==> src/source/sm_params.svh <==
`ifndef SM_PARAMS_SVH
`define SM_PARAMS_SVH

////////////////////
// datapath geometry
////////////////////
`define SM_LANES       16
`define SM_LANE_W      64
`define SM_ROW_W       (`SM_LANES * `SM_LANE_W)   // one buffer word

// address and field widths
`define SM_LBUF_AW     13
`define SM_CACHE_AW    9
`define SM_CH_W        13

////////////////////
// pipeline latencies
////////////////////
`define SM_LBUF_RLAT   3    // lbuf ren to rdata
`define SM_CACHE_RLAT  2    // cache ren to rdata
`define SM_EXP_LAT     3    // exponent unit
`define SM_NORM_LAT    2    // multiply plus output stage

`endif

==> src/source/sm_buf_pkg.sv <==
`include "sm_params.svh"

package sm_buf_pkg;

    ////////////////////
    // job settings
    ////////////////////
    // held stable by the host while a job runs
    typedef struct packed {
        logic [`SM_CH_W-1:0] channel_number;
        logic [15:0]         im_base_addr;
        logic [15:0]         om_base_addr;
        logic [11:0]         ifm_addr_align;   // row stride of the input
        logic [11:0]         ofm_addr_align;   // row stride of the output
        logic [11:0]         token_per_block;  // rows per job
    } job_cfg_t;

    ////////////////////
    // buffer ports
    ////////////////////
    typedef struct packed {
        logic                   ren;
        logic [`SM_LBUF_AW-1:0] raddr;
    } rd_port_t;

    typedef struct packed {
        logic                   wen;
        logic [`SM_LBUF_AW-1:0] waddr;
        logic [`SM_ROW_W-1:0]   wdata;
    } wr_port_t;

    // cache ports reuse these, upper address bits tied low

endpackage

==> src/source/sm_ctrl_pkg.sv <==
`include "sm_params.svh"

package sm_ctrl_pkg;

    // row phases of the sequencer
    typedef enum logic [2:0] {
        IDLE  = 3'd0,
        MAX   = 3'd1,   // row max, op 0 only
        EXP_A = 3'd2,   // exponent and sum
        RECI  = 3'd3,   // wait on reciprocal
        EXP_B = 3'd4    // normalize
    } sm_phase_e;

    typedef enum logic {
        OP_MAX_PWL = 1'b0,  // with max pass
        OP_LUT     = 1'b1   // no max pass
    } sm_op_e;

    // per cycle timing of the current phase
    typedef struct packed {
        logic                    first;
        logic                    rd;
        logic                    wr;
        logic                    done;
        logic [`SM_CACHE_AW-1:0] rd_idx;
        logic [`SM_CACHE_AW-1:0] wr_idx;
    } phase_win_t;

    typedef struct packed {
        logic comp_en;
        logic comp_rst;
        logic adder_en;
        logic reci_en;
    } lane_ctrl_t;

endpackage

==> src/source/sm_row_addr_gen.sv <==
`include "sm_params.svh"

module sm_row_addr_gen import sm_ctrl_pkg::*, sm_buf_pkg::*; (
    input  logic                   core_clk,
    input  logic                   rst_n,
    input  sm_phase_e              state,
    input  logic                   sm_start,
    input  job_cfg_t               cfg,
    input  phase_win_t             win,
    output logic [`SM_LBUF_AW-1:0] lbuf_raddr,
    output logic [`SM_LBUF_AW-1:0] lbuf_waddr,
    output logic                   last_row
);

    localparam int AW = `SM_LBUF_AW;

    logic [AW-1:0] rd_base;
    logic [AW-1:0] wr_base;
    logic [11:0]   row_cnt;   // current row, counted from 1
    logic          job_load;
    logic          row_step;

    assign job_load = (state == IDLE) && sm_start;
    assign row_step = (state == EXP_B) && win.done;

    ////////////////////
    // row bases
    ////////////////////
    always_ff @(posedge core_clk or negedge rst_n) begin
        if (!rst_n) begin
            rd_base <= '0;
            wr_base <= '0;
            row_cnt <= '0;
        end else if (job_load) begin
            rd_base <= AW'(cfg.im_base_addr);
            wr_base <= AW'(cfg.om_base_addr);
            row_cnt <= 12'd1;
        end else if (row_step) begin
            rd_base <= rd_base + AW'(cfg.ifm_addr_align);
            wr_base <= wr_base + AW'(cfg.ofm_addr_align);
            row_cnt <= row_cnt + 12'd1;
        end
    end

    assign last_row = (row_cnt == cfg.token_per_block);

    // word offset within the row added on top
    assign lbuf_raddr = rd_base + AW'(win.rd_idx);
    assign lbuf_waddr = wr_base + AW'(win.wr_idx);

endmodule

==> config.mk <==
export PLATFORM = sky130hd
export DESIGN_NAME = sm_row_addr_gen
export DESIGN_NICKNAME = d
export VERILOG_FILES = /design/src/source/sm_buf_pkg.sv /design/src/source/sm_ctrl_pkg.sv /design/src/source/sm_row_addr_gen.sv
export VERILOG_INCLUDE_DIRS = /design/src /design/src/source
export SDC_FILE = /design/constraint.sdc
export NUM_CORES = 1
export LEC_CHECK = 0
export BUFFER_PORTS_ARGS = -buffer_cell sky130_fd_sc_hd__buf_2
export CAP_MARGIN = 20
export CORE_UTILIZATION = 46
export DETAILED_ROUTE_END_ITERATION = 10
export PLACE_DENSITY = 0.78
export SLEW_MARGIN = 0
export SYNTH_ARGS = -nofsm -noshare
export SYNTH_HDL_FRONTEND = slang
export SYNTH_SLANG_ARGS = --single-unit
==> constraint.sdc <==
create_clock -name core_clk -period 2.4 [get_ports core_clk]
set_input_delay 0.24 -clock core_clk [delete_from_list [all_inputs] [get_ports core_clk]]
set_output_delay 0.24 -clock core_clk [all_outputs]
set_load 0.005 [all_outputs]
# [After elaboration in Yosys (flattened, before gate mapping)]
# Index checks and enable logic that the tools add are counted.
[classes] addsub=5 eq_ne=2 mux=6 reduce_logical=4
[ops] operator="2-to-1 mux 13 bit" n=4
[ops] operator="adder 13 x 12 -> 13 bit" n=2
[ops] operator="adder 13 x 9 -> 13 bit" n=2
[ops] operator="2-to-1 mux 12 bit" n=2
[ops] operator="adder 12 x 1 -> 12 bit, second input constant" n=1
[ops] operator="equality test 12 bit" n=1
[ops] operator="equality test 3 bit, second input constant" n=1
[ops] operator="logical NOT 3 bit" n=1
[ops] operator="logical AND 1 bit" n=2
[ops] operator="nonzero test 2 bit" n=1
[totals] input_bits=109 regBits=38 output_inout_bits=27

# [Longest topological paths before layout]
[depth] word_depth=4 mapped_depth=8 ltp_nobuf=8

# [Least setup slack after synthesis]
# OpenSTA, ideal clock, no wires.
[synth_timing] kind="register -> register" start="register rd_base[0]" end="register rd_base[10]" arrival_time_ns=2.102 n_path_buf=0 period_less_slack_ns=2.232 slack_ns=0.168 stages_incl_launch_ff=9 cell_sequence="dfrtp_1 -> ha_1 -> fa_1 -> a211oi_1 -> o21bai_1 -> a2111oi_0 -> o31ai_1 -> xnor2_1 -> o21ai_1"
[synth_between] elab_chain_len=3
[synth_rtl] element="from (decl)" line_no="sm_row_addr_gen.sv:17" rtl="logic [AW-1:0] rd_base;"
[synth_rtl] element="from (signal assigned)" line_no="sm_row_addr_gen.sv:35" rtl="rd_base <= AW'(cfg.im_base_addr);"
[synth_rtl] element="from (signal assigned)" line_no="sm_row_addr_gen.sv:39" rtl="rd_base <= rd_base + AW'(cfg.ifm_addr_align);"
[synth_rtl] element="adder 13 x 12 -> 13 bit" line_no="sm_row_addr_gen.sv:39"
[synth_rtl] element="2-to-1 mux 13 bit" line_no="sm_row_addr_gen.sv:38" rtl="end else if (row_step) begin"
[synth_rtl] element="2-to-1 mux 13 bit" line_no="sm_row_addr_gen.sv:34" rtl="end else if (job_load) begin"
# No other way between the ends. The select of a mux whose other input is x is not followed.
# A chain may end at the register's enable or synchronous reset.

# [Final worst setup path]
[layout_timing] start="register wr_base[0]" end="output port lbuf_waddr[12]"
[layout_between] elab_chain_len=1
[layout_rtl] element="from (decl)" line_no="sm_row_addr_gen.sv:18" rtl="logic [AW-1:0] wr_base;"
[layout_rtl] element="from (signal assigned)" line_no="sm_row_addr_gen.sv:36" rtl="wr_base <= AW'(cfg.om_base_addr);"
[layout_rtl] element="from (signal assigned)" line_no="sm_row_addr_gen.sv:40" rtl="wr_base <= wr_base + AW'(cfg.ofm_addr_align);"
[layout_rtl] element="adder 13 x 9 -> 13 bit" line_no="sm_row_addr_gen.sv:49" rtl="assign lbuf_waddr = wr_base + AW'(win.wr_idx);"
[layout_rtl] element="to (decl)" line_no="sm_row_addr_gen.sv:11" rtl="output logic [`SM_LBUF_AW-1:0] lbuf_waddr,"
# No other way between the ends.

==> flow_summary.ini <==
[status]
status = complete, but fails checks
violations = setup timing

[sta]
final_max_slew_viol_count = 0
finalHoldViolations = 0
rsz0062_at_grt = true
worst_slack_ns = -0.113
skew_ns = 0.00632
finalCriticalPeriod_ns = 2.51
max_freq_mhz = 398
fin_crit_sh_pct = 105
setup_viol = 7
worst_hold_slack_ns = 0.0633
relSlewSlack_pct = 29.6
worstMarginPinSlew_ns = 1.06

[yosys]
yosys_warnings = 0
syn_area_um2 = 3710
ys.flop_type = dfrtp_1
yosysUniqueCellTypes = 49
async_flop_share_pct = 100
ys_seq_area_share_pct = 25.7
synthCells = 419
syn_avg_cell_area_um2 = 8.84
synth_nets = 575
ys_ff_latch = 38
synth_edf_count = 0

[global_routing]
grt_max_degree = 42
antenna_found_initial = 0
grt.total_usage_pct = 23.8
grt_remaining_overflow = 0
grt_pass1_wl_mm = 16.4
grt_pass1_vias = 3716

[floorplan]
core_area_um2 = 7770
initial_core_util_pct = 47.7
fp.dieW_um = 91.8
fp.dieArea_um2 = 8420
rows = 32
io-pin-count = 136
die_h_um = 91.8

[clock_network]
numCtsBuffers = 5
clkSinkCount = 38
clock-root-buffer = clkbuf_8
clock_path_buffers = 2
clkTransAtPathRegs_ns = 0.08
clk_latency_ns = 0.29
cts_tree = done
h-tree-depth = 2

[detailed_routing]
routed_via_density = 5.72
vias = 3751
drt_iter0_markers = 99
drc = 0
dr.pass1.iters = 4
antenna_left = 0
drt-total-wl_mm = 10.3
wl_per_cell_um = 15.8

[critical_path]
crit_arrival_ns = 2.27
crit_required_ns = 2.16
crit_fanout = 2
critical_path.endpoint_type = output pin
crit_type = flip-flop to output pin
cp-start-kind = flip-flop

[power]
peakVddDrop_v = 0.000548
powerDensity_nw_per_um2 = 1020
finalPower_uw = 5000
p_leak_uw = 0.00224

[placed_design]
postPlaceCellArea_um2 = 4430
dpl.hpwl_mm = 7.43
gp_congestion = 0.816
io_buffers = 113
dp.cells = 632
pre_cts_ws_ns = -0.0401

[hold_path]
hp-class = primary input to async pin

[layout]
fin_area_um2 = 4890
antenna_cells = 0
fillers = 662
instances_no_fill = 656
layout.nets = 709
syn_to_final_growth_pct = 31.9
drive_gt1_share_pct = 34.7

[job]
cap_violations = 0
## cells in the final DEF (no fill, tap or decap), types with 3 or more instances in the layout
cell type / netlist / routed
xor2_1: 15 / 15
nor3_1: 17 / 15
o21bai_1: 5 / 4
xnor2_1: 41 / 40
clkbuf_8: 0 / 5
a22oi_1: 14 / 14
nand4_1: 11 / 11
o21a_1: 6 / 6
nor2b_1: 5 / 5
a221o_1: 3 / 3
buf_4: 0 / 27
o211ai_1: 6 / 6
nor2_1: 34 / 33
dfrtp_1: 38 / 36
fa_2: 0 / 4
a21oi_2: 1 / 9
inv_1: 9 / 9
a21o_1: 7 / 7
a21oi_1: 31 / 23
o21ai_1: 2 / 3
mux2i_1: 9 / 9
a221oi_1: 3 / 3
ha_1: 43 / 36
ha_4: 0 / 7
o21ai_0: 25 / 22
buf_2: 5 / 113
nand3_1: 9 / 9
o31ai_1: 6 / 5
a211oi_1: 6 / 5
nand2_1: 26 / 25
## critical path: stages (launching register included)
cell and delay, ns:
dfrtp_1 0.43, ha_4 0.18, fa_2 0.34, a21o_1 0.18, a21oi_2 0.17, o21a_1 0.17
buf_4 0.12, o41ai_2 0.06, nand4_1 0.10, xnor2_1 0.11, buf_2 0.12
## Yosys cell counts (all sizes together) (11+ instances only)
master	n	share of area, %
ha	43	15
xnor2	41	9.7
dfrtp	38	26
nor2	34	3.4
a21oi	32	4.4
o21ai	27	3.6
nand2	26	2.6
nor3	17	2.3
xor2	15	3.5
a22oi	14	2.8
nand4	11	1.9
## what timing repair did
action,CTS,global route
resized for setup,21,26
hold buffers,0,0
pin swaps,33,38
setup buffers,8,12
setup endpoints to repair,13,22
## report_power, final
| part | leakage, uW | switching, uW | internal [uW] | total [uW] |
|---|---|---|---|---|
| Clock | 0.0000524 | 229 | 311 | 540 |
| Sequential | 0.000482 | 269 | 831 | 1100 |
| Combinational | 0.00170 | 1650 | 1700 | 3360 |
| Total | 0.00224 | 2150 | 2850 | 5000 |
## state kept, by name (all words and copies together) (netlist names)
signal / flops
rd_base: 13
row_cnt: 12
wr_base: 13
## routing by layer
layer	vias up	part of all wire, %	GRT usage (%)
met5	-	0	0
met1	1748	42	29.2
li1	1837	-	-
met3	27	5.0	3.15
met4	0	2.5	7.42
met2	139	50	43.0
## cell families (layout without fill, tap and decap cells)
group | after synthesis | after routing | synth area share [%]
compound gates | 136 | 136 | 25.1
flops | 38 | 38 | 25.7
mux | 9 | 9 | 2.43
fa+ha+maj | 47 | 47 | 16.7
buf+inv | 23 | 158 | 2.50
xor+xnor | 56 | 56 | 13.2
simple gates | 110 | 110 | 14.4
## worst paths after layout
check,from,endpoint,slack [ns],cells after the start
worst max register to register,wr_base[0],wr_base[10],0.07,9
worst max-delay path,wr_base[0],lbuf_waddr[12],-0.11,10
worst min register to register,wr_base[8],wr_base[8],0.55,2
max in group asynchronous,rst_n,rd_base[1],1.72,1
worst min-delay path,rst_n,row_cnt[11],0.06,1
min in group core_clk,cfg[36],wr_base[0],0.16,3
## metrics by stage
step / utilization [%] / TNS, ns
2_1_floorplan: - / 0
3_3_place_gp: 57.1 / -0.0643
3_5_place_dp: 57.1 / -0.0401
4_1_cts: 60.0 / -1.01
5_1_grt: 62.9 / -1.73
6_report: 62.9 / -0.408
## cell type report
class	instances	area [um^2]	share of cell area [%]
Timing Repair Buffer	141	779	15.9
Clock inverter	1	30.0	0.614
Inverter	9	33.8	0.691
Multi-Input combinational cell	358	2890	59.1
Tap cell	102	128	2.61
Clock buffer	7	76.3	1.56
Sequential cell	38	953	19.5
Power figures use the tool's default switching activity.
