`src/source/sm_params.svh`:
```
`ifndef SM_PARAMS_SVH
`define SM_PARAMS_SVH

////////////////////
// datapath geometry
////////////////////
`define SM_LANES       16
`define SM_LANE_W      64
`define SM_ROW_W       (`SM_LANES * `SM_LANE_W)   // one buffer word

// address and field widths
`define SM_LBUF_AW     13
`define SM_CACHE_AW    9
`define SM_CH_W        13

////////////////////
// pipeline latencies
////////////////////
`define SM_LBUF_RLAT   3    // lbuf ren to rdata
`define SM_CACHE_RLAT  2    // cache ren to rdata
`define SM_EXP_LAT     3    // exponent unit
`define SM_NORM_LAT    2    // multiply plus output stage

`endif

```
`src/source/sm_ctrl_pkg.sv`:
```
`include "sm_params.svh"

package sm_ctrl_pkg;

    // row phases of the sequencer
    typedef enum logic [2:0] {
        IDLE  = 3'd0,
        MAX   = 3'd1,   // row max, op 0 only
        EXP_A = 3'd2,   // exponent and sum
        RECI  = 3'd3,   // wait on reciprocal
        EXP_B = 3'd4    // normalize
    } sm_phase_e;

    typedef enum logic {
        OP_MAX_PWL = 1'b0,  // with max pass
        OP_LUT     = 1'b1   // no max pass
    } sm_op_e;

    // per cycle timing of the current phase
    typedef struct packed {
        logic                    first;
        logic                    rd;
        logic                    wr;
        logic                    done;
        logic [`SM_CACHE_AW-1:0] rd_idx;
        logic [`SM_CACHE_AW-1:0] wr_idx;
    } phase_win_t;

    typedef struct packed {
        logic comp_en;
        logic comp_rst;
        logic adder_en;
        logic reci_en;
    } lane_ctrl_t;

endpackage

```
`src/source/sm_ctrl_fsm.sv`:
```
`include "sm_params.svh"

module sm_ctrl_fsm import sm_ctrl_pkg::*; (
    input  logic       core_clk,
    input  logic       rst_n,
    input  logic       sm_start,
    input  sm_op_e     sm_op,
    input  phase_win_t win,
    input  logic       reci_done,
    input  logic       last_row,
    output sm_phase_e  state,
    output logic       sm_end
);

    sm_phase_e next_state;
    sm_phase_e row_entry;   // first phase of a row

    assign row_entry = (sm_op == OP_MAX_PWL) ? MAX : EXP_A;

    always_comb begin
        next_state = state;
        case (state)
            IDLE: begin
                if (sm_start) begin
                    next_state = row_entry;
                end
            end
            MAX: begin
                if (win.done) next_state = EXP_A;
            end
            EXP_A: begin
                if (win.done) next_state = RECI;
            end
            RECI: begin
                if (reci_done) next_state = EXP_B;  // wait length set by lane array
            end
            EXP_B: begin
                if (win.done) begin
                    next_state = last_row ? IDLE : row_entry;
                end
            end
            default: next_state = IDLE;
        endcase
    end

    always_ff @(posedge core_clk or negedge rst_n) begin
        if (!rst_n) begin
            state <= IDLE;
        end else begin
            state <= next_state;
        end
    end

    // end of job, one cycle after the last normalize cycle
    always_ff @(posedge core_clk or negedge rst_n) begin
        if (!rst_n) begin
            sm_end <= 1'b0;
        end else begin
            sm_end <= (state == EXP_B) && win.done && last_row;
        end
    end

endmodule

```
`config.mk`:
```
export PLATFORM = sky130hd
export DESIGN_NAME = sm_ctrl_fsm
export DESIGN_NICKNAME = d
export VERILOG_FILES = /design/src/source/sm_ctrl_pkg.sv /design/src/source/sm_ctrl_fsm.sv
export VERILOG_INCLUDE_DIRS = /design/src /design/src/source
export SDC_FILE = /design/constraint.sdc
export NUM_CORES = 1
export LEC_CHECK = 0
export BUFFER_PORTS_ARGS = -buffer_cell sky130_fd_sc_hd__buf_2
export CAP_MARGIN = 20
export CORE_AREA = 3 3 40 42
export DETAILED_ROUTE_END_ITERATION = 16
export DIE_AREA = 0 0 43 45
export PLACE_DENSITY = 0.56
export SYNTH_ARGS = -nofsm -noshare
export SYNTH_HDL_FRONTEND = slang
export SYNTH_SLANG_ARGS = --single-unit
```
`constraint.sdc`:
```
create_clock -name core_clk -period 1.6 [get_ports core_clk]
set_clock_uncertainty 0.1 [all_clocks]
set_input_delay 0.32 -clock core_clk [delete_from_list [all_inputs] [get_ports core_clk]]
set_output_delay 0.32 -clock core_clk [all_outputs]
set_load 0.02 [all_outputs]
```
* Word-level counts from Yosys, hierarchy flattened
Cells that the tools add are included.
W data, S select, Z words.
** Word-level totals
- ROM bits :: 0
- Memories kept :: 0
- Register bits after elaboration :: 4
- Latch bits :: 0
- Memory bits (writable) :: 0
- Logic and storage cells :: 23
- Input bits :: 28
- Output and inout bits :: 4
** Cells by class
- Divide/modulo/power cells :: 0
- Multiplexer cells :: 8
- Shift operators :: 0
- Equality and inequality tests :: 9
- Bitwise operators :: 0
- Add/sub/neg operators :: 0
- $lt $le $gt $ge :: 0
- Reductions and logical operators :: 4
- Multipliers :: 0
** Operators with widths (number)
- $mux W3 :: 5
- $pmux W3 S5 :: 1
- $ne A2 B2 Y1 const B :: 5
- $eq A3 B2 Y1 const B :: 2
- $reduce_and A5 Y1 :: 1
- $mux W2 :: 2
- $eq A3 B1 Y1 const B :: 1
- $eq A3 B3 Y1 const B :: 1
- $logic_not A3 Y1 :: 1
- $logic_and A1 B1 Y1 :: 2

* Depth between registers and ports, before layout
Gate-level depths: netlist of run 1.
- Word-level depth :: 4
- Gate-level depth with buffers :: 3
- Depth with buffers taken out :: 3

* Worst setup path after synthesis of run 1
Ideal clock, no wire load.
- Kind :: register to register
- From :: register state[0]
- To :: register state[0]
- Stages on the path, launching flop included :: 4
- Arrival :: 1.286 ns
- Setup slack :: 0.087 ns
- Required time :: 1.372 ns
- Path buffers :: 0
- Clock period less this slack :: 1.513 ns
- Library setup time :: 0.128 ns
- Cell sequence :: dfrtp_1 or2b_1 a32oi_2 mux2_1
** Between the ends
- Word-level cells in the longest chain between the ends :: 3
- Elaborated cells on any way between the ends :: 12
- Those cells by class :: eq/ne (9); mux (1); reduce/logical (2)
** Ends and longest elaborated chain
- start, declared :: RTL line sm_ctrl_fsm.sv:11 : output sm_phase_e state,
- start signal, assigned :: RTL line sm_ctrl_fsm.sv:50 : state <= next_state;
- $eq A3 B2 Y1, or another cell as far along :: RTL line sm_ctrl_fsm.sv:22 : case (state)
- $ne A2 B2 Y1 (no line)
- $reduce_and A5 Y1 (no line)
Several ways; a longest one is shown, not always the timed one.
A chain may end at the register's enable or synchronous reset.

* Worst setup path after layout of run 1
Same ends and word-level chain as after synthesis.

==> impl_metrics.toml, run 1 <==
[clocking]
post_cts_buffers = 0
num_cts_buffers = 3
cts_max_path_buffers = 2
clk_lat_worst_skew_ns = 0.23
cts_tree = "built"
htreeDepth = 1
cts_hold_buf = 1
cts-root-buf = "clkbuf_4"
cts_resized = 0
clk_transition_reported_paths_ns = 0.03
tritoncts_num_sinks = 4

[sta]
finalWorstPathRequiredPeriod_ns = 1.51
final-setup-viol-count = 0
fmax_mhz = 660
timing.setup.tns_ns = 0
transition_at_the_pin_with_the_smallest_max_transition_slack_ns = 0.274
slew_violations = 0
slew_headroom = 0.817
period_share = 0.947
hold_viol_final = 0
rsz0062_at_grt = "false"

[worst_setup_path]
critPathArrivalTime_ns = 1.52
max_stage_delay_ns = 0.46
cpLargestDelayFamily = "flip-flops"
cp_max_fo = 8
critical_path_class = "reg -> reg"
crit_slowest_cell = "dfrtp_1"
number_of_cells_traversed_by_the_worst_register_to_register_path = 3
required_ns = 1.61
start_kind = "flip-flop"
critical_path_cell_count = 3
crit_chain = "or2b_1 > a32oi_2 > mux2_1"
critPathCaptureType = "flip-flop"
critical_path_buf_inv_count = 0

[routing]
drt-vias-per-instance = 4.26
drt_drc_violations_left = 0
drt.antenna.violating_nets = 0
drt-pass1-iter-count = 4
detail_route.iter0.violations = 8
routed_wl_um = 542
routed-via-count = 226
wl_per_cell_um = 10.2

[grt]
global_route_usage_sum = 0.0668
number_of_global_route_vias_before_repair = 210
globalRoute.totalOverflow = 0
antenna_found_initial = 0
pin_count_of_the_biggest_net_entering_global_routing = 9
grt_first_pass_wirelength_um = 890

[placement]
io_buffers = 10
place.gp.congestion = 0.660
place.detailed.hpwl_um = 422

[floorplanning]
die_w_um = 43
die_y_um = 45
row_count = 13
die-area_mm2 = 0.00194
core_mm2 = 0.00128
initial_utilization = 0.182
ios = 32

[power_and_ir_drop]
power_per_cell_area_mw_per_mm2 = 1790
power.total_uw = 615
irDropWorstVdd_uv = 367
leakage_power_total_nw = 0.166

[logic_synthesis]
synth.avg_cell_area_um2 = 10.2
synth_top_cell_by_area = "dfrtp_1"
ys_top_cells_by_area = "dfrtp_1, nor2_1, a32oi_2, a221oi_2, mux2_1"
seq_area_frac_synth = 0.428
yosysUniqueCellTypes = 14
post_synth_inst_count = 23
yosysWarningCount = 0
netlist_area_pre_place_um2 = 234
syn-num-nets = 51
synth.ff_latch_count = 4
synth.top_cell.area_share = 0.428

[min_path]
min_delay_path_depth = 2
worst_hold_path_type = "in -> reg"

[layout]
post_route_cells_drive_above_1_share = 0.421
final_nets = 68
areaGrowthSynthToFinish_pct = 46.5
antenna_cells = 0
core_utilization_of_the_finished_layout = 0.267

[outcome]
result_of_the_run = "completed"

[flow_run]
cap_violations = 0
-- per-stage QoR --
| stage | instance area [um2] | setup slack [ns] | hold slack, ns | instances |
|---|---|---|---|---|
| after CTS | 343 | 0.0826 | 0.213 | 53 |
| after floorplan | 234 | 0.0868 | -0.0756 | 23 |
| final | 343 | 0.0855 | 0.219 | 53 |
| after global routing | 343 | 0.0299 | 0.234 | 53 |
| after global placement | 310 | 0.0962 | 0.0285 | 49 |
| after detailed placement | 310 | 0.0798 | 0.0284 | 49 |
-- routing by layer --
| metal | wire, um | global-route usage |
|---|---|---|
| met1 | 273 | 0.0801 |
| met3 | 35 | 0.0398 |
| met2 | 233 | 0.0838 |
| met5 | 0 | 0 |
| met4 | 0 | 0.0542 |
-- worst paths after layout --
| kind | to | slack, ns | from |
|---|---|---|---|
| max in group asynchronous | state[2]$_DFFE_PN0P_ | 0.96 | rst_n |
| hold reg to reg | state[2]$_DFFE_PN0P_ | 0.50 | state[2]$_DFFE_PN0P_ |
| setup reg to reg | state[0]$_DFFE_PN0P_ | 0.09 | state[0]$_DFFE_PN0P_ |
| setup / recovery | state[0]$_DFFE_PN0P_ | 0.09 | state[0]$_DFFE_PN0P_ |
| hold / removal | state[2]$_DFFE_PN0P_ | 0.22 | win[18] |
| min in group asynchronous | state[1]$_DFFE_PN0P_ | 0.32 | rst_n |
-- cells in the mapped netlist (all sizes together) --
cell / count
nor2: 5
dfrtp: 4
nand2: 3
a221oi: 1
a32o: 1
a32oi: 1
and2b: 1
inv: 1
mux2: 1
mux2i: 1
o21ai: 1
o32ai: 1
or2b: 1
or3b: 1
-- worst register-to-register path: cells and delay by family, from the launching register on --
kind	cells	cell delay (ns)
flip-flops	1	0.46
AO/OA/AOI/OAI	1	0.21
AND/OR/NAND/NOR	1	0.28
multiplexers	1	0.34
-- where the power goes --
part           switching (mW)  internal [mW]  leakage (nW)
Sequential             0.0568          0.138        0.0515
Clock                  0.0368         0.0836        0.0138
Combinational           0.158          0.142         0.101
-- kinds of logic after synthesis --
family,count (synthesis),share of synthesized area
AND/OR/NAND/NOR,11,0.230
AO/OA/AOI/OAI,5,0.235
flip-flops,4,0.428
multiplexers,2,0.0909
buffers and inverters,1,0.0160
-- cell type report --
type / instances / area [um2]
inverters: 1 / 3.75
fillers: 152 / 942
flip-flops and latches: 4 / 100
repair buffers: 12 / 67.6
well taps: 15 / 18.8
clock buffers: 3 / 22.5
multi-input cells: 18 / 130
-- flip-flops by register name, indices dropped and copies added (netlist names) --
| signal | count |
|---|---|
| sm_end | 1 |
| state | 3 |
-- layout by cell type (no fill, tap or decap), types with 3 or more instances in the layout --
| master | netlist | final |
|---|---|---|
| nor2_1 | 5 | 5 |
| nand2_1 | 3 | 3 |
| clkbuf_4 | 0 | 3 |
| buf_2 | 0 | 10 |
| dfrtp_1 | 4 | 4 |
Power figures use the tool's default switching activity.
==> run 2: changes to the inputs <==
--- a/config.mk
+++ b/config.mk
@@ -8,10 +8,14 @@
 export LEC_CHECK = 0
 export BUFFER_PORTS_ARGS = -buffer_cell sky130_fd_sc_hd__buf_2
 export CAP_MARGIN = 20
-export CORE_AREA = 3 3 40 42
+export CELL_PAD_IN_SITES_DETAIL_PLACEMENT = 1
+export CELL_PAD_IN_SITES_GLOBAL_PLACEMENT = 2
+export CORE_ASPECT_RATIO = 1.5
+export CORE_MARGIN = 3
+export CORE_UTILIZATION = 12
+export CTS_CLUSTER_DIAMETER = 100
 export DETAILED_ROUTE_END_ITERATION = 16
-export DIE_AREA = 0 0 43 45
-export PLACE_DENSITY = 0.56
+export PLACE_DENSITY = 0.75
 export SYNTH_ARGS = -nofsm -noshare
 export SYNTH_HDL_FRONTEND = slang
 export SYNTH_SLANG_ARGS = --single-unit
==> run 2 against run 1 <==
- register-to-register slack improved by 0.03 ns
- critical path depth is the same
- clock power about the same
- final area is 4.0% higher
- cell count increased by 11%
- utilization shrank 6.1 points
- non-clock buffer count grew 1
- combinational power rose by 10%
- setup slack improved by 0.025 ns
- fmax up 1.7%
- sequential cell count is the same
- routed wire length is 9.6% higher
- critical path type unchanged
==> impl_metrics.toml, run 2 (synthesis results as in run 1) <==
[power_and_ir_drop]
comb_power_share = 0.518
netSwitchingPower_uw = 258
p_int_uw = 378
power_frac_seq = 0.295
switching_share = 0.406
leakage_power_total_nw = 0.171
irDropWorstVdd_uv = 297
power_per_cell_area_mw_per_mm2 = 1790
pwr-share-clk = 0.187

[routing]
drt.antenna.violating_nets = 0
wl_per_cell_um = 10.1
routed_wl_um = 594
detail_route.iter0.violations = 3
routed-via-count = 236
drt-vias-per-instance = 4.00
drt_drc_violations_left = 0
met3RoutedLength_um = 39
drt-pass1-iter-count = 3
highest-signal-layer = "met3"
metal1_wirelength_um = 238
met2_wirelength_um = 317

[sta]
finalWorstPathRequiredPeriod_ns = 1.49
rsz0062_at_grt = "false"
worst_slack_ns = 0.111
hold_viol_final = 0
slew_violations = 0
transition_at_the_pin_with_the_smallest_max_transition_slack_ns = 0.212
finalHoldWorstSlack_ns = 0.224
fmax_mhz = 672
final-setup-viol-count = 0
slew_headroom = 0.858
period_share = 0.931
timing.setup.tns_ns = 0

[flow_run]
cap_violations = 0

[grt]
pin_count_of_the_biggest_net_entering_global_routing = 8
globalRoute.totalOverflow = 0
antenna_found_initial = 0
global_route_usage_sum = 0.0571
grt_first_pass_wirelength_um = 1030
number_of_global_route_vias_before_repair = 254

[floorplanning]
initial_utilization = 0.135
die_w_um = 42.1
die-area_mm2 = 0.00253
die_y_um = 60.1
row_count = 18
core_mm2 = 0.00173
ios = 32

[clocking]
htreeDepth = 1
cts_tree = "built"
cts_max_path_buffers = 2
cts-root-buf = "clkbuf_4"
tritoncts_num_sinks = 4
clk_lat_worst_skew_ns = 0.23
num_cts_buffers = 3
clk_transition_reported_paths_ns = 0.04

[worst_setup_path]
start_kind = "flip-flop"
critPathArrivalTime_ns = 1.49
required_ns = 1.60
critical_path_class = "reg -> reg"
critPathCaptureType = "flip-flop"
cp_max_fo = 5

[layout]
final.fill_count = 211
final_nets = 69
multi_input_comb_area_um2 = 130
areaGrowthSynthToFinish_pct = 52.4
top_register = "state"
layout_top_registers = "state: 3 flops, sm_end: 1 flops"
most_common_cell_after_layout_fill_and_taps_aside = "buf_2"
final-seq-area_um2 = 100
antenna_cells = 0
commonest_cells_after_routing_fill_and_taps_aside = "buf_2, nor2_1, dfrtp_1"
post_route_cells_drive_above_1_share = 0.436
flip_flop_count_of_the_largest_register_after_layout = 3

[outcome]
result_of_the_run = "completed"

[placement]
dpl_worst_slack_ns = 0.112
place.gp.congestion = 0.598
place.detailed.hpwl_um = 490
io_buffers = 10

[min_path]
worst_hold_path_type = "in -> reg"
run 2: cell type report:
class,count,share of cell area
inverters,1,0.0105
repair buffers,13,0.211
flip-flops and latches,4,0.281
clock buffers,3,0.0632
well taps,20,0.0702
multi-input cells,18,0.365
run 2: repair_timing:
action / 4_1_cts / 5_1_grt
endpoints found under the hold margin: 4 / 0
hold buffers: 1 / 0
setup buffers: 0 / 0
gates resized for setup: 0 / 0
run 2: final timing paths:
path / start / end / slack (ns) / cells after the start
min: win[18] / state[2]$_DFFE_PN0P_ / 0.22 / 2
max reg2reg: state[0]$_DFFE_PN0P_ / state[0]$_DFFE_PN0P_ / 0.11 / 3
min reg2reg: state[2]$_DFFE_PN0P_ / state[2]$_DFFE_PN0P_ / 0.51 / 2
min in group asynchronous: rst_n / state[0]$_DFFE_PN0P_ / 0.33 / 2
max in group asynchronous: rst_n / state[1]$_DFFE_PN0P_ / 0.96 / 2
max: state[0]$_DFFE_PN0P_ / state[0]$_DFFE_PN0P_ / 0.11 / 3
run 2: critical path: stages, from the launching register on:
cell     delay [ns]
dfrtp_1        0.44
or2b_1         0.27
a32oi_2        0.20
mux2_1         0.35
run 2: per-stage QoR:
step	total power, mW	cells	area [um2]	utilization
finish	0.637	59	357	0.206
global route	0.704	59	357	0.206
CTS	0.648	59	357	0.206
detailed placement	0.522	55	324	0.187
global placement	0.521	55	324	0.187
floorplan	0.399	23	234	-
run 2: metal layers:
metal  up-vias  track usage
li1        117            -
met1       110       0.0576
met2         9       0.0907
met3         0       0.0211
met4         0       0.0533
met5         -            0
run 2: power groups by stage:
stage | Combinational, mW | Clock (mW) | Sequential, mW
after CTS | 0.336 | 0.126 | 0.187
after global placement | 0.332 | 0 | 0.188
after floorplan | 0.165 | 0 | 0.234
after detailed placement | 0.333 | 0 | 0.189
final | 0.330 | 0.119 | 0.188
after global routing | 0.367 | 0.140 | 0.196
==> run 3: changes to the inputs <==
--- a/config.mk
+++ b/config.mk
@@ -14,8 +14,9 @@
 export CORE_MARGIN = 3
 export CORE_UTILIZATION = 12
 export CTS_CLUSTER_DIAMETER = 100
+export CTS_CLUSTER_SIZE = 30
 export DETAILED_ROUTE_END_ITERATION = 16
-export PLACE_DENSITY = 0.75
+export PLACE_DENSITY_LB_ADDON = 0.1
 export SYNTH_ARGS = -nofsm -noshare
 export SYNTH_HDL_FRONTEND = slang
 export SYNTH_SLANG_ARGS = --single-unit
==> run 3 against run 2 <==
- cell count increased by 1.7%
- global-route usage increased by 0.50 points
- power increased by 1.5%
- via count increased by 2.1%
- utilization increased by 0.43 points
- routed wire length increased by 13%
- final area increased by 2.1%
- sequential cell count unchanged
- combinational power increased by 2%
- critical endpoint unchanged
==> impl_metrics.toml, run 3 (synthesis results as in run 1) <==
[outcome]
result_of_the_run = "completed"

[layout]
most_common_cell_after_layout_fill_and_taps_aside = "buf_2"
layout_top_registers = "state: 3 flops, sm_end: 1 flops"
commonest_cells_after_routing_fill_and_taps_aside = "buf_2, nor2_1, dfrtp_1"
final_nets = 70
post_route_cells_drive_above_1_share = 0.450
areaGrowthSynthToFinish_pct = 55.6
final-seq-area_um2 = 100
final_cell_count_no_fill = 60
multi_input_comb_area_um2 = 130
antenna_cells = 0
final.fill_count = 210
finalInstanceArea_um2 = 364
top_register = "state"
flip_flop_count_of_the_largest_register_after_layout = 3

[min_path]
worst_hold_path_type = "in -> reg"
min_delay_path_depth = 3
hold_path_startpoint = "last_row"
worstHoldEndpoint = "sm_end$_DFF_PN0_"

[floorplanning]
die_w_um = 42.1
row_count = 18
initial_utilization = 0.135
core_mm2 = 0.00173
ios = 32
die_y_um = 60.1
die-area_mm2 = 0.00253

[worst_setup_path]
worstReg2RegStart = "state[0]$_DFFE_PN0P_"
r2r-end = "state[0]$_DFFE_PN0P_"
required_ns = 1.61
worst_setup_startpoint = "state[0]$_DFFE_PN0P_"
number_of_cells_traversed_by_the_worst_register_to_register_path = 3
worst-r2r-setup-slack_ns = 0.10
cp_max_fo = 6
critPathCaptureType = "flip-flop"
critPathArrivalTime_ns = 1.50
critical_path_class = "reg -> reg"
start_kind = "flip-flop"

[routing]
wl_per_cell_um = 11.2
drt-vias-per-instance = 4.02
detail_route.iter0.violations = 0
drt-pass1-iter-count = 1
drt.antenna.violating_nets = 0
routed_wl_um = 672
routed-via-count = 241
drt_drc_violations_left = 0

[clocking]
cts-root-buf = "clkbuf_4"
cts_resized = 0
post_cts_buffers = 0
tritoncts_num_sinks = 4
cts_max_path_buffers = 2
cts_hold_buf = 1
cts_tree = "built"
clk_lat_worst_skew_ns = 0.23
clk_transition_reported_paths_ns = 0.04
htreeDepth = 1
num_cts_buffers = 3

[flow_run]
cap_violations = 0

[power_and_ir_drop]
netSwitchingPower_uw = 260
p_int_uw = 386
power_frac_seq = 0.290
power_per_cell_area_mw_per_mm2 = 1770
comb_power_share = 0.522
irDropWorstVdd_uv = 460
leakage_power_total_nw = 0.176
pwr-share-clk = 0.188
switching_share = 0.402

[sta]
period_share = 0.936
rsz0062_at_grt = "false"
finalWorstPathRequiredPeriod_ns = 1.50
timing.setup.tns_ns = 0
fmax_mhz = 668
transition_at_the_pin_with_the_smallest_max_transition_slack_ns = 0.241
final-setup-viol-count = 0
slew_headroom = 0.839
hold_viol_final = 0
slew_violations = 0

[grt]
grtUsageMet2 = 0.115
global_route_usage_sum = 0.0622
gr-usage-met3 = 0.0211
number_of_global_route_vias_before_repair = 283
global_route.peak_usage_layer = "met2"
pin_count_of_the_biggest_net_entering_global_routing = 8
globalRoute.totalOverflow = 0
met1_usage = 0.0577
grt_first_pass_wirelength_um = 1150
antenna_found_initial = 0

[placement]
io_buffers = 10
place.detailed.instances = 56
place.gp.congestion = 0.641
place.detailed.hpwl_um = 579
placement.cell_area_um2 = 332
run 3: changes by cell type in the layout (fill, tap and decap cells not counted), sizes merged:
cell / change
buf: +1
run 3: cell type report:
cell class	instances	share of cell area
multi-input combinational	18	0.357
sequential	4	0.275
timing repair buffer	14	0.227
tap	20	0.0687
clock buffer	3	0.0619
inverter	1	0.0103
run 3: through the flow:
| step | power [mW] | hold WS (ns) | util | worst slack, ns |
|---|---|---|---|---|
| 6_report | 0.646 | 0.226 | 0.210 | 0.103 |
| 5_1_grt | 0.711 | 0.232 | 0.210 | 0.0554 |
| 4_1_cts | 0.665 | 0.221 | 0.210 | 0.0817 |
| 3_5_place_dp | 0.533 | 0.0271 | 0.191 | 0.0894 |
| 3_3_place_gp | 0.538 | 0.0279 | 0.191 | 0.0942 |
| 2_1_floorplan | 0.399 | -0.0756 | - | 0.0868 |
run 3: worst max-delay path: stages (launching register included):
cell and delay, ns:
dfrtp_1 0.44, or2b_1 0.27, a32oi_2 0.21, mux2_1 0.35
run 3: worst max path at each step:
stage                                end  slack, ns  depth (start not counted)
finish              state[0]$_DFFE_PN0P_       0.10                          3
global route        state[0]$_DFFE_PN0P_       0.06                          3
CTS                 state[0]$_DFFE_PN0P_       0.08                          3
detailed placement  state[0]$_DFFE_PN0P_       0.09                          3
global placement    state[0]$_DFFE_PN0P_       0.09                          3
floorplan           state[0]$_DFFE_PN0P_       0.09                          3
run 3: power by group through the flow:
stage	registers, mW	clock network [mW]	logic [mW]
floorplan	0.234	0	0.165
global placement	0.190	0	0.348
detailed placement	0.191	0	0.342
CTS	0.191	0.130	0.345
global route	0.200	0.141	0.371
finish	0.187	0.122	0.337
run 3: metal layers:
layer  wire length, um  vias to the layer above  share of wire
met2               368                        8           0.55
met4                 0                        0              0
met5                 0                        -              0
li1                  -                      119              -
met1               268                      114           0.40
met3                35                        0          0.052
