### src/source/sm_params.svh
`ifndef SM_PARAMS_SVH
`define SM_PARAMS_SVH

////////////////////
// datapath geometry
////////////////////
`define SM_LANES       16
`define SM_LANE_W      64
`define SM_ROW_W       (`SM_LANES * `SM_LANE_W)   // one buffer word

// address and field widths
`define SM_LBUF_AW     13
`define SM_CACHE_AW    9
`define SM_CH_W        13

////////////////////
// pipeline latencies
////////////////////
`define SM_LBUF_RLAT   3    // lbuf ren to rdata
`define SM_CACHE_RLAT  2    // cache ren to rdata
`define SM_EXP_LAT     3    // exponent unit
`define SM_NORM_LAT    2    // multiply plus output stage

`endif

### src/source/sm_ctrl_pkg.sv
`include "sm_params.svh"

package sm_ctrl_pkg;

    // row phases of the sequencer
    typedef enum logic [2:0] {
        IDLE  = 3'd0,
        MAX   = 3'd1,   // row max, op 0 only
        EXP_A = 3'd2,   // exponent and sum
        RECI  = 3'd3,   // wait on reciprocal
        EXP_B = 3'd4    // normalize
    } sm_phase_e;

    typedef enum logic {
        OP_MAX_PWL = 1'b0,  // with max pass
        OP_LUT     = 1'b1   // no max pass
    } sm_op_e;

    // per cycle timing of the current phase
    typedef struct packed {
        logic                    first;
        logic                    rd;
        logic                    wr;
        logic                    done;
        logic [`SM_CACHE_AW-1:0] rd_idx;
        logic [`SM_CACHE_AW-1:0] wr_idx;
    } phase_win_t;

    typedef struct packed {
        logic comp_en;
        logic comp_rst;
        logic adder_en;
        logic reci_en;
    } lane_ctrl_t;

endpackage

### src/source/sm_phase_timer.sv
`include "sm_params.svh"

module sm_phase_timer import sm_ctrl_pkg::*; (
    input  logic                core_clk,
    input  logic                rst_n,
    input  sm_phase_e           state,
    input  sm_op_e              sm_op,
    input  logic [`SM_CH_W-1:0] channel_number,
    output phase_win_t          win
);

    localparam int CNT_W = `SM_CH_W - 2;   // units plus the longest latency

    logic [CNT_W-1:0] units;
    logic [CNT_W-1:0] lat;
    logic [CNT_W-1:0] cnt_q;
    logic [CNT_W-1:0] cnt;
    logic [CNT_W-1:0] wr_off;
    sm_phase_e        state_q;
    logic             phase_chg;
    logic             data_phase;

    assign units = CNT_W'(channel_number >> 3);   // 8 channels per word

    // latency from read strobe to write of the same word
    always_comb begin
        case (state)
            MAX:     lat = CNT_W'(`SM_LBUF_RLAT);
            EXP_A:   lat = (sm_op == OP_MAX_PWL) ? CNT_W'(`SM_CACHE_RLAT + `SM_EXP_LAT)
                                                 : CNT_W'(`SM_LBUF_RLAT + `SM_EXP_LAT);
            EXP_B:   lat = CNT_W'(`SM_CACHE_RLAT + `SM_NORM_LAT);
            default: lat = '0;
        endcase
    end

    ////////////////////
    // phase cycle count
    ////////////////////
    assign phase_chg = (state != state_q);
    assign cnt       = phase_chg ? '0 : cnt_q;   // cycle 0 of a new phase

    always_ff @(posedge core_clk or negedge rst_n) begin
        if (!rst_n) begin
            state_q <= IDLE;
            cnt_q   <= '0;
        end else begin
            state_q <= state;
            cnt_q   <= (cnt == '1) ? cnt : cnt + 1'b1;  // holds in long waits
        end
    end

    assign data_phase = (state == MAX) || (state == EXP_A) || (state == EXP_B);
    assign wr_off     = cnt - lat;

    assign win.first  = (cnt == '0);
    assign win.rd     = data_phase && (cnt < units);
    assign win.wr     = data_phase && (cnt >= lat) && (cnt < lat + units);
    assign win.done   = data_phase && (cnt == units + lat - 1'b1);
    assign win.rd_idx = cnt[`SM_CACHE_AW-1:0];
    assign win.wr_idx = wr_off[`SM_CACHE_AW-1:0];

endmodule

### config.mk
export PLATFORM = sky130hd
export DESIGN_NAME = sm_phase_timer
export DESIGN_NICKNAME = d
export VERILOG_FILES = /design/src/source/sm_ctrl_pkg.sv /design/src/source/sm_phase_timer.sv
export VERILOG_INCLUDE_DIRS = /design/src /design/src/source
export SDC_FILE = /design/constraint.sdc
export NUM_CORES = 1
export LEC_CHECK = 0
export BUFFER_PORTS_ARGS = -buffer_cell sky130_fd_sc_hd__buf_2
export CAP_MARGIN = 15
export CORE_ASPECT_RATIO = 1.25
export CORE_MARGIN = 3
export CORE_UTILIZATION = 30
export CTS_CLUSTER_SIZE = 8
export DETAILED_ROUTE_END_ITERATION = 8
export SLEW_MARGIN = 10
export SYNTH_ARGS = -nofsm -noshare
export SYNTH_HDL_FRONTEND = slang
export SYNTH_SLANG_ARGS = --single-unit
### constraint.sdc
create_clock -name core_clk -period 10.06 [get_ports core_clk]
set_input_delay 1.509 -clock core_clk [delete_from_list [all_inputs] [get_ports core_clk]]
set_output_delay 1.509 -clock core_clk [all_outputs]
set_load 0.005 [all_outputs]
# Yosys cells after proc, flatten, opt, wreduce, memory -nomap -nowiden
# Index checks and enable logic that the tools add are counted.
dict set report classes {
  n_addsub 4
  n_lt_le_gt_ge 3
  eq_ne 6
  n_mux 4
  n_reduce_logical 7
}
# operator n
set op_table {}
lappend op_table {{two-way mux 11 bit} 2}
lappend op_table {{adder 10 x 11 -> 11 bit} 1}
lappend op_table {{adder 11 x 1 -> 11 bit, second input constant} 1}
lappend op_table {{== test 11 bit} 1}
lappend op_table {{== test 11 bit, second input constant} 1}
lappend op_table {{greater-or-equal comparator 11 x 3 -> 1 bit} 1}
lappend op_table {{zero test 11 bit} 1}
lappend op_table {{less-than comparator 11 x 10 -> 1 bit} 1}
lappend op_table {{less-than comparator 11 bit} 1}
lappend op_table {{subtractor 11 x 1 -> 11 bit, second input constant} 1}
lappend op_table {{one-hot mux 3 bit (3 select lines)} 1}
lappend op_table {{subtractor 9 bit} 1}
lappend op_table {{logical AND 1 bit} 4}
lappend op_table {{== test 3 x 1 -> 1 bit, second input constant} 1}
lappend op_table {{== test 3 x 2 -> 1 bit, second input constant} 1}
lappend op_table {{== test 3 bit, second input constant} 1}
lappend op_table {{inequality test 3 bit} 1}
lappend op_table {{logical OR 1 bit} 2}
lappend op_table {{two-way mux 2 bit} 1}
dict set report word_totals {
  register_bits 14
  inputBits 19
  out_inout_bits 22
  word_cells 26
}

# Depth between registers and ports, before layout
# Gate-level depths: netlist (run 1).
dict set report logic_depth {
  word_depth 6
  mapped_depth 15
  mapped_depth_nobuf 15
}

# Least setup slack after synthesis (run 1)
# No wires, ideal clock.
dict set report synth_timing {
  kind {input port to output port}
  startpoint {in state[0]}
  endpoint {out win[19] (netlist name)}
  arrival_ns 4.769
  required_time_ns 8.551
  slack_ns 3.782
  cell_stages 13
  n_path_buf 0
  cell_sequence {or3b_2 > a21oi_1 > ha_1 > inv_1 > fa_1 > and2b_4 > o2111a_1 > xnor2_1 > ha_1 > a2111oi_0 > a21oi_1 > maj3_1 > a31oi_1}
}
# item line
set synth_rtl {}
lappend synth_rtl {{start: declaration} sm_phase_timer.sv:6} ;# input sm_phase_e state,
lappend synth_rtl {{end: declaration} sm_phase_timer.sv:9} ;# output phase_win_t win

==> results of run 1 <==
metrics by stage:
step,std cells,area [um^2],power [mW],hold WS [ns]
after floorplan,277,2160,0.113,0.536
after global placement,394,2430,0.137,0.605
after detailed placement,394,2430,0.139,0.602
after CTS,397,2470,0.184,0.609
after global routing,398,2480,0.198,0.638
final,398,2480,0.182,0.601
final cells by class:
class	count	area, um^2
timing repair buffer	38	193
tap	87	109
inverter	27	101
clock buffer	3	41.3
fill	759	4290
sequential	14	350
multi-input combinational	229	1680
synth_stat cells (all sizes together) (5+ instances only):
master / instances
nor3: 8
inv: 27
nand3: 12
nor2: 9
or3: 5
nand4: 8
a21oi: 12
nand2b: 7
o21ai: 18
ha: 28
xnor2: 30
and3: 5
clkbuf: 6
dfrtp: 14
nand2: 28
xor2: 8
cell families after synthesis:
kind of cell	count (synthesis)	synth area share [%]
compound gates	58	17.7
xor+xnor	38	15.4
fa+ha+maj	31	18.6
buf+inv	34	6.03
flops	14	16.2
mux	2	1.16
simple gates	100	24.9
cell usage in the layout (no fill, tap or decap), drive strengths merged, types with 3 or more instances in the layout:
| master | netlist | layout |
|---|---|---|
| inv | 27 | 27 |
| buf | 1 | 38 |
| o211ai | 3 | 3 |
| ha | 28 | 28 |
| and3 | 5 | 5 |
| clkbuf | 6 | 3 |
| dfrtp | 14 | 14 |
| a2111oi | 3 | 3 |
| xnor2 | 30 | 30 |
| nand2 | 28 | 28 |
| o21ai | 18 | 18 |
| nor2 | 9 | 9 |
| a21o | 4 | 4 |
| nand2b | 7 | 7 |
| nand3 | 12 | 12 |
| nor3 | 8 | 8 |
| a21oi | 12 | 12 |
| nand4 | 8 | 8 |
| nor2b | 4 | 4 |
| or3 | 5 | 5 |
| xor2 | 8 | 8 |
| o21a | 3 | 3 |
| and2 | 4 | 4 |
sequential cells by signal, summed over array words and instances, names as in the netlist:
name / cells
state_q: 3
cnt_q: 11
final timing paths:
path | slack, ns | end | from | cells after the start
worst max-delay path | 3.19 | win[19] | state[1] | 15
worst min-delay path | 0.60 | cnt_q[10] | cnt_q[7] | 2
worst max register to register | 7.16 | cnt_q[5] | state_q[0] | 11
worst min register to register | 0.60 | cnt_q[10] | cnt_q[7] | 2
max in group asynchronous | 8.66 | cnt_q[3] | rst_n | 1
min in group asynchronous | 1.16 | cnt_q[8] | rst_n | 1
power groups by stage:
stage	Sequential [mW]	Clock, mW	Combinational (mW)
final	0.0586	0.0446	0.0791
after global placement	0.0596	0	0.0775
after detailed placement	0.0596	0	0.0790
after CTS	0.0587	0.0458	0.0795
after floorplan	0.0594	0	0.0532
after global routing	0.0587	0.0493	0.0901
routing by layer:
metal / up-vias / routed length (um) / GRT usage, %
li1: 1055 / - / -
met1: 944 / 2430 / 18.1
met2: 51 / 2950 / 26.2
met3: 6 / 261 / 2.50
met4: 0 / 61 / 2.69
met5: - / 0 / 0
critical path, cell delays in order:
cell and delay, ns:
buf_2 0.15, or3b_2 0.45, a21oi_1 0.23, ha_1 0.21, inv_1 0.06, fa_1 0.45, and2b_4 0.32, o2111a_1 0.24
xnor2_1 0.20, ha_1 0.30, a2111oi_0 0.46, a21oi_1 0.13, maj3_1 0.36, a31oi_1 0.16, buf_2 0.13
==> metrics.yaml, run 1 <==
timing:
  remaining_max_slew_budget_at_the_tightest_pin_pct: 61.6
  clock.fmax_ghz: 0.146
  grt_setup_unrepaired: "no"
  timing.final.crit_share_pct: 68.3
  timing.final.ws_setup_ns: 3.19
  final_hold_vio_count: 0
  setup_viol: 0
  worst_slew_pin_slew_ns: 0.569
  totalNegativeSetupSlack_ns: 0
  post-route-min-period_ns: 6.87
  timing.clock.skew_ns: 0.000544
  timing.final.max_slew_violations: 0
global_route:
  antenna_found_initial: 0
  grt.overflow.total: 0
  grt_pass1_wl_um: 9600
  first_global_vias: 2033
  grtUsageTotal_pct: 14.6
  largest_net_degree_at_the_start_of_global_routing: 22
floorplanning:
  placeable_core_area_mm2: 0.00677
  fp.dieW_um: 81.9
  die-height_um: 101
  start_util_pct: 31.9
  io_pins: 41
  die_area_mm2: 0.00825
  core.rowCount: 33
power_and_ir_drop:
  p_seq_share_pct: 32.2
  share_of_total_power_consumed_by_net_switching_pct: 35.5
  internal-power_mw: 0.118
  worst_ir_drop_on_vdd_uv: 56.8
  cellLeakagePower_nw: 1.27
  pwr-share-comb_pct: 43.4
  clk_pwr_share_pct: 24.4
  net-switching-power_mw: 0.0647
  ratio_of_total_power_to_cell_area_mw_per_mm2: 73.6
place:
  place_congestion: 0.827
  io_buffers: 37
  dpl.hpwl_um: 4840
  place_ws_ns: 3.20
clocking:
  path_clk_slew_ns: 0.05
  ctsResizeCount: 0
  numClockSinks: 14
  cts_setup_buffers: 0
  tritoncts: "built"
  clock_insertion_delay_worst_skew_ns: 0.24
  cts_inserted_buffers: 3
  cts_hold_buffers: 0
  htree_levels: 1
  root_driver: "clkbuf_8"
  clk_path_buf_depth: 2
setup_path:
  end_kind: "output pin"
  timing.critical_path.required_ns: 8.55
  setup.worst_path.start_class: "primary input"
  setup.worst_path.class: "in -> out"
  worst_ep_arrival_time_ns: 5.36
  worst-path-max-fanout: 6
synth:
  synth_async_sr_flop_share_pct: 100
  post_synth_inst_count: 277
  synth-edff-count: 0
  synth_area_mm2: 0.00216
  yosys.cell_types.count: 53
  synth_seq_area_share_pct: 16.2
  synth.avg_cell_area_um2: 7.79
  synthDominantCellAreaShare_pct: 16.2
  area_contributors_post_synth: "dfrtp_1 16%, ha_1 16%, xnor2_1 12%"
  synth-warning-count: 0
  synth.net_count: 326
  yosys_most_used_dff: "dfrtp_1"
  post-synth-top-area-cell: "dfrtp_1"
  ys_ff_latch: 14
routing:
  drt_pre_antenna_iters: 6
  route.vias.total: 2056
  first_iter_violations: 125
  ant_nets: 0
  dr_vias_cell: 5.17
  drcViolationCount: 0
  routedWlPerCell_um: 14.3
  route.final.wire_length_um: 5700
layout:
  layout.core_utilization_pct: 36.6
  final_layout_size_suffix_gt1_share_pct: 15.4
  insertedDiodeCount: 0
  area_delta_synth_final_pct: 14.8
  finish.net_count: 362
hold_path:
  hp-class: "reg -> reg"
outcome:
  status: "complete, no violations"
run:
  max_cap_viol_count: 0
No activity file was read; power rests on OpenSTA's default activity.
==> inputs of run 2 (changes only) <==
--- a/config.mk
+++ b/config.mk
@@ -6,6 +6,7 @@
 export SDC_FILE = /design/constraint.sdc
 export NUM_CORES = 1
 export LEC_CHECK = 0
+export ABC_AREA = 1
 export BUFFER_PORTS_ARGS = -buffer_cell sky130_fd_sc_hd__buf_2
 export CAP_MARGIN = 15
 export CORE_ASPECT_RATIO = 1.25
==> constraint.sdc (replaced) <==
create_clock -name core_clk -period 5.6 [get_ports core_clk]
set_input_delay 0.84 -clock core_clk [delete_from_list [all_inputs] [get_ports core_clk]]
set_output_delay 0.84 -clock core_clk [all_outputs]
set_load 0.005 [all_outputs]
==> metrics.yaml, run 2 <==
synth:
  synth-edff-count: 0
  synthDominantCellAreaShare_pct: 19.7
  synth_seq_area_share_pct: 15.2
  synth.net_count: 426
  ys_ff_latch: 14
  post_synth_inst_count: 377
  yosys_most_used_dff: "dfrtp_1"
  synth_area_mm2: 0.00231
  synth_most_common_cell: "nand2_1"
  synth_async_sr_flop_share_pct: 100
  synth_common_cells: "121 x nand2_1, 55 x inv_1, 47 x nand3_1"
  synth.avg_cell_area_um2: 6.12
  yosys.cell_types.count: 33
  area_contributors_post_synth: "nand2_1 20%, dfrtp_1 15%, ha_1 15%"
  post-synth-top-area-cell: "nand2_1"
  synth-warning-count: 0
clocking:
  clk_path_buf_depth: 2
  cts_setup_buffers: 0
  ctsResizeCount: 0
  path_clk_slew_ns: 0.06
  htree_levels: 1
  root_driver: "clkbuf_8"
  cts_hold_buffers: 0
  clock_insertion_delay_worst_skew_ns: 0.24
  numClockSinks: 14
  tritoncts: "built"
  cts_inserted_buffers: 3
routing:
  ant_nets: 0
  drt_pre_antenna_iters: 4
  routedWlPerCell_um: 12.1
  drcViolationCount: 0
  route.vias.total: 2437
  first_iter_violations: 148
  route.final.wire_length_um: 6180
  dr_vias_cell: 4.78
power_and_ir_drop:
  ratio_of_total_power_to_cell_area_mw_per_mm2: 124
  pwr-share-comb_pct: 39.8
  internal-power_mw: 0.214
  share_of_total_power_consumed_by_net_switching_pct: 35.0
  cellLeakagePower_nw: 1.58
  worst_ir_drop_on_vdd_uv: 132
  net-switching-power_mw: 0.115
  p_seq_share_pct: 31.6
  clk_pwr_share_pct: 28.6
timing:
  timing.clock.skew_ns: 0.00489
  holdWs_ns: 0.495
  setup_viol: 0
  worst_slew_pin_slew_ns: 0.606
  grt_setup_unrepaired: "no"
  clock.fmax_ghz: 0.204
  post-route-min-period_ns: 4.89
  remaining_max_slew_budget_at_the_tightest_pin_pct: 59.4
  timing.final.max_slew_violations: 0
  timing.final.crit_share_pct: 87.4
  totalNegativeSetupSlack_ns: 0
  final_hold_vio_count: 0
layout:
  max_flop_register: "cnt_q"
  largest_reg_flops: 11
  finish.net_count: 468
  final_layout_size_suffix_gt1_share_pct: 15.8
  largest_registers: "cnt_q (11), state_q (3)"
  insertedDiodeCount: 0
  seq_area_um2: 350
  multi_input_gate_area_mm2: 0.00173
  area_delta_synth_final_pct: 15.2
  mostFrequentLayoutCells: "121 x nand2_1, 55 x inv_1, 47 x nand3_1"
  num-fill-cells: 846
  layout_commonest_cell: "nand2_1"
run:
  max_cap_viol_count: 0
setup_path:
  critical_path.slowest_cell: "fa_1"
  endpoint: "win[19]"
  critical-path-max-stage-delay_ns: 0.40
  worst-path-max-fanout: 5
  setup_slack_on_the_worst_flop_to_flop_path_ns: 3.00
  setup.worst_path.start_class: "primary input"
  startpoint: "state[0]"
  cp_cell_sequence: "buf_2 -> inv_1 -> nand3_1 -> o21ai_0 -> ha_1 -> inv_1 -> fa_1 -> inv_1 -> nand2_1 -> nand2_1 -> nand3_1 -> nand2_1 -> inv_1 -> ha_1 -> nand2_1 -> nor2_1 -> nor2_1 -> nand2_1 -> o21ai_0 -> nand3b_1 -> nand4_1 -> nand2_1 -> nor2_1 -> buf_2"
  worst_ep_arrival_time_ns: 4.05
  worst-r2r-cell-count: 12
  timing.critical_path.required_ns: 4.76
  r2r-start: "state_q[0]"
  r2r-end: "cnt_q[0]"
  setup.worst_path.class: "in -> out"
  crit_path_frequent_cell: "nand2_1"
  end_kind: "output pin"
place:
  dpl.hpwl_um: 5430
  io_buffers: 37
  place_congestion: 0.820
global_route:
  largest_net_degree_at_the_start_of_global_routing: 15
  grtUsageTotal_pct: 14.0
  grt.overflow.total: 0
  grt_pass1_wl_um: 10200
  antenna_found_initial: 0
  first_global_vias: 2267
floorplanning:
  fp.dieW_um: 84.5
  start_util_pct: 31.0
  io_pins: 41
  core.rowCount: 35
  placeable_core_area_mm2: 0.00744
  die-height_um: 104
  die_area_mm2: 0.00879
outcome:
  status: "complete, no violations"
hold_path:
  hp-class: "in -> async"
run 2: cell count changes after synthesis, sizes merged, moves of 4 or more:
cell and change:
a21o -4, and2 -4, and3 -4, clkbuf -6, inv +32, nand2 +98, nand2b -7, nand3 +39
nor2 +33, nor2b -4, nor3 -4, o21ai -10, or3 -5, xnor2 -25
run 2: final cells by class:
type	count	share of cell area, %
Clock buffer	4	2.07
Inverter	59	8.33
Multi-Input combinational cell	303	64.9
Sequential cell	14	13.2
Tap cell	92	4.33
Timing Repair Buffer	38	7.24
run 2: layer usage:
layer  track usage, %  vias to the layer above  share of wire [%]
met2             26.1                       38                 51
met3             1.27                        6                3.2
met5                0                        -                  0
met1             17.0                     1094                 45
met4             3.85                        0                1.4
li1                 -                     1299                  -
run 2: cell families after synthesis:
family	after synthesis	synth area share, %
and+or+nand+nor	240	48.1
AOI/OAI and AO/OA	23	5.58
buffers and inverters	60	10.1
xor gates and xnor gates	10	4.12
adders and majority gates	30	16.9
DFF	14	15.2
run 2: worst min-delay path by stage:
stage / startpoint / cells after the start / end
floorplan: rst_n / 0 / cnt_q[0]
global placement: cnt_q[3] / 2 / cnt_q[4]
detailed placement: cnt_q[3] / 2 / cnt_q[4]
CTS: rst_n / 1 / cnt_q[0]
global route: rst_n / 1 / cnt_q[0]
finish: rst_n / 1 / cnt_q[0]
run 2: power by group through the flow:
stage / Clock (mW) / Sequential (mW) / Combinational (mW)
2_1_floorplan: 0 / 0.106 / 0.0896
3_3_place_gp: 0 / 0.106 / 0.130
3_5_place_dp: 0 / 0.106 / 0.133
4_1_cts: 0.0986 / 0.104 / 0.133
5_1_grt: 0.105 / 0.104 / 0.152
6_report: 0.0942 / 0.104 / 0.131
run 2: critical path: cells and delay by family:
| family | cells | cell delay, ns |
|---|---|---|
| AO/OA/AOI/OAI | 2 | 0.46 |
| buffers and inverters | 6 | 0.62 |
| AND/OR/NAND/NOR | 13 | 1.13 |
| adder cells (fa/ha/maj) | 3 | 1.01 |
run 2: stage by stage:
step / total power [mW] / area [um^2] / utilization [%] / setup WS [ns] / cells
final: 0.330 / 2660 / 35.7 / 0.707 / 510
after global routing: 0.361 / 2660 / 35.7 / 0.259 / 510
after CTS: 0.336 / 2660 / 35.7 / 0.689 / 510
after detailed placement: 0.238 / 2610 / 35.0 / 0.679 / 506
after global placement: 0.236 / 2610 / 35.0 / 0.737 / 506
after floorplan: 0.196 / 2310 / - / 1.45 / 377
==> inputs of run 3 (changes only) <==
==> constraint.sdc (replaced) <==
create_clock -name core_clk -period 5.6 [get_ports core_clk]
set_input_delay 0.84 -clock core_clk [delete_from_list [all_inputs] [get_ports core_clk]]
set_output_delay 0.84 -clock core_clk [all_outputs]
set_load 0.1 [all_outputs]
==> metrics.yaml, run 3 (same netlist as run 2, synthesis figures left out) <==
layout:
  insertedDiodeCount: 0
  layout_commonest_cell: "nand2_1"
  finish.net_count: 467
  final_layout_size_suffix_gt1_share_pct: 16.1
  cell_count_final_fillers_out: 509
  max_flop_register: "cnt_q"
  largest_reg_flops: 11
  mostFrequentLayoutCells: "121 x nand2_1, 55 x inv_1, 47 x nand3_1"
  largest_registers: "cnt_q (11), state_q (3)"
  area_delta_synth_final_pct: 15.4
setup_path:
  setup_slack_on_the_worst_flop_to_flop_path_ns: 3.02
  r2r-start: "state_q[0]"
  setup.worst_path.start_class: "primary input"
  worst-r2r-cell-count: 11
  timing.critical_path.required_ns: 4.76
  startpoint: "state[0]"
  end_kind: "output pin"
  worst-path-max-fanout: 5
  r2r-end: "cnt_q[0]"
  worst_ep_arrival_time_ns: 4.23
  endpoint: "win[19]"
  setup.worst_path.class: "in -> out"
clocking:
  path_clk_slew_ns: 0.06
  clock_insertion_delay_worst_skew_ns: 0.25
  cts_setup_buffers: 0
  htree_levels: 1
  clk_path_buf_depth: 2
  root_driver: "clkbuf_8"
  numClockSinks: 14
  cts_hold_buffers: 0
  cts_inserted_buffers: 3
  tritoncts: "built"
place:
  placed_cells_incl_taps: 505
  place_ws_ns: 0.402
  place_congestion: 0.865
  dpl.hpwl_um: 5370
  io_buffers: 37
timing:
  timing.final.max_slew_violations: 0
  clock.fmax_ghz: 0.197
  timing.final.ws_setup_ns: 0.533
  final_hold_vio_count: 0
  totalNegativeSetupSlack_ns: 0
  worst_slew_pin_slew_ns: 0.686
  post-route-min-period_ns: 5.07
  timing.clock.skew_ns: 0.00154
  remaining_max_slew_budget_at_the_tightest_pin_pct: 54.1
  timing.final.crit_share_pct: 90.5
  grt_setup_unrepaired: "no"
  setup_viol: 0
global_route:
  first_global_vias: 2408
  grt_pass1_wl_um: 10900
  largest_net_degree_at_the_start_of_global_routing: 15
  antenna_found_initial: 0
  grtUsageTotal_pct: 15.0
  grt.overflow.total: 0
power_and_ir_drop:
  net-switching-power_mw: 0.202
  worst_ir_drop_on_vdd_uv: 131
  cellLeakagePower_nw: 1.57
  post-layout-total-power_mw: 0.417
  p_seq_share_pct: 25.0
  pwr-share-comb_pct: 51.2
  ratio_of_total_power_to_cell_area_mw_per_mm2: 157
  share_of_total_power_consumed_by_net_switching_pct: 48.4
  clk_pwr_share_pct: 23.8
  internal-power_mw: 0.215
floorplanning:
  placeable_core_area_mm2: 0.00744
  die_area_mm2: 0.00879
  core.rowCount: 35
  start_util_pct: 31.0
  fp.dieW_um: 84.5
  die-height_um: 104
  io_pins: 41
routing:
  drt_pre_antenna_iters: 4
  drcViolationCount: 0
  ant_nets: 0
  routedWlPerCell_um: 12.3
  route.vias.total: 2462
  route.final.wire_length_um: 6240
  dr_vias_cell: 4.84
  first_iter_violations: 84
hold_path:
  hp-class: "in -> async"
outcome:
  status: "complete, no violations"
run:
  max_cap_viol_count: 0
-- run 3: cell count changes in the layout (fill, tap and decap cells not counted), sizes merged --
| cell | previous run | this run |
|---|---|---|
| buf | 38 | 37 |
-- run 3: metal layers --
| metal | vias up | wire, um | part of all wire [%] | track usage (%) |
|---|---|---|---|---|
| met5 | - | 0 | 0 | 0 |
| met4 | 0 | 66 | 1.1 | 3.85 |
| met3 | 5 | 145 | 2.3 | 0.792 |
| met2 | 31 | 3190 | 51 | 28.2 |
| met1 | 1133 | 2840 | 46 | 18.4 |
| li1 | 1293 | - | - | - |
-- run 3: timing repair --
action                                  4_1_cts  5_1_grt
endpoints found under the setup margin        0        1
resized for setup                             0        2
endpoints found under the hold margin         0        0
-- run 3: power groups by stage --
stage	clock network [mW]	logic (mW)	registers [mW]
finish	0.0992	0.214	0.104
floorplan	0	0.171	0.106
detailed placement	0	0.214	0.106
global route	0.105	0.236	0.104
global placement	0	0.212	0.106
CTS	0.102	0.215	0.104
-- run 3: worst max-delay path: stages --
cell and delay (ns):
buf_2 0.13, inv_1 0.08, nand3_1 0.12, o21ai_0 0.29, ha_1 0.29, inv_1 0.07
fa_1 0.41, inv_1 0.10, nand2_1 0.07, nand2_1 0.12, nand3_1 0.08, nand2_1 0.17
inv_1 0.08, ha_1 0.31, nand2_1 0.07, nor2_1 0.04, nor2_1 0.08, nand2_1 0.05
o21ai_0 0.17, nand3b_1 0.10, nand4_1 0.08, nand2_1 0.05, nor2_1 0.12, buf_4 0.30
-- run 3: worst min path at each step --
| stage | from | endpoint | slack [ns] | depth (start not counted) |
|---|---|---|---|---|
| after global placement | cnt_q[3] | cnt_q[4] | 0.60 | 2 |
| after detailed placement | cnt_q[3] | cnt_q[4] | 0.61 | 2 |
| final | rst_n | cnt_q[7] | 0.48 | 1 |
| after floorplan | rst_n | cnt_q[0] | 0.54 | 0 |
| after global routing | rst_n | cnt_q[7] | 0.50 | 1 |
| after CTS | rst_n | state_q[0] | 0.49 | 1 |
-- run 3: through the flow --
stage | hold WS, ns | util, % | cell area [um^2]
after floorplan | 0.544 | - | 2320
final | 0.480 | 35.8 | 2670
after CTS | 0.490 | 35.8 | 2660
after global routing | 0.495 | 35.8 | 2670
after detailed placement | 0.614 | 35.0 | 2610
after global placement | 0.603 | 35.0 | 2610
-- run 3: layout make-up --
type / count / area, um^2
clock buffer: 4 / 55.1
timing repair buffer: 37 / 188
tap: 92 / 115
fill: 873 / 4780
sequential: 14 / 350
inverter: 59 / 221
multi-input combinational: 303 / 1740
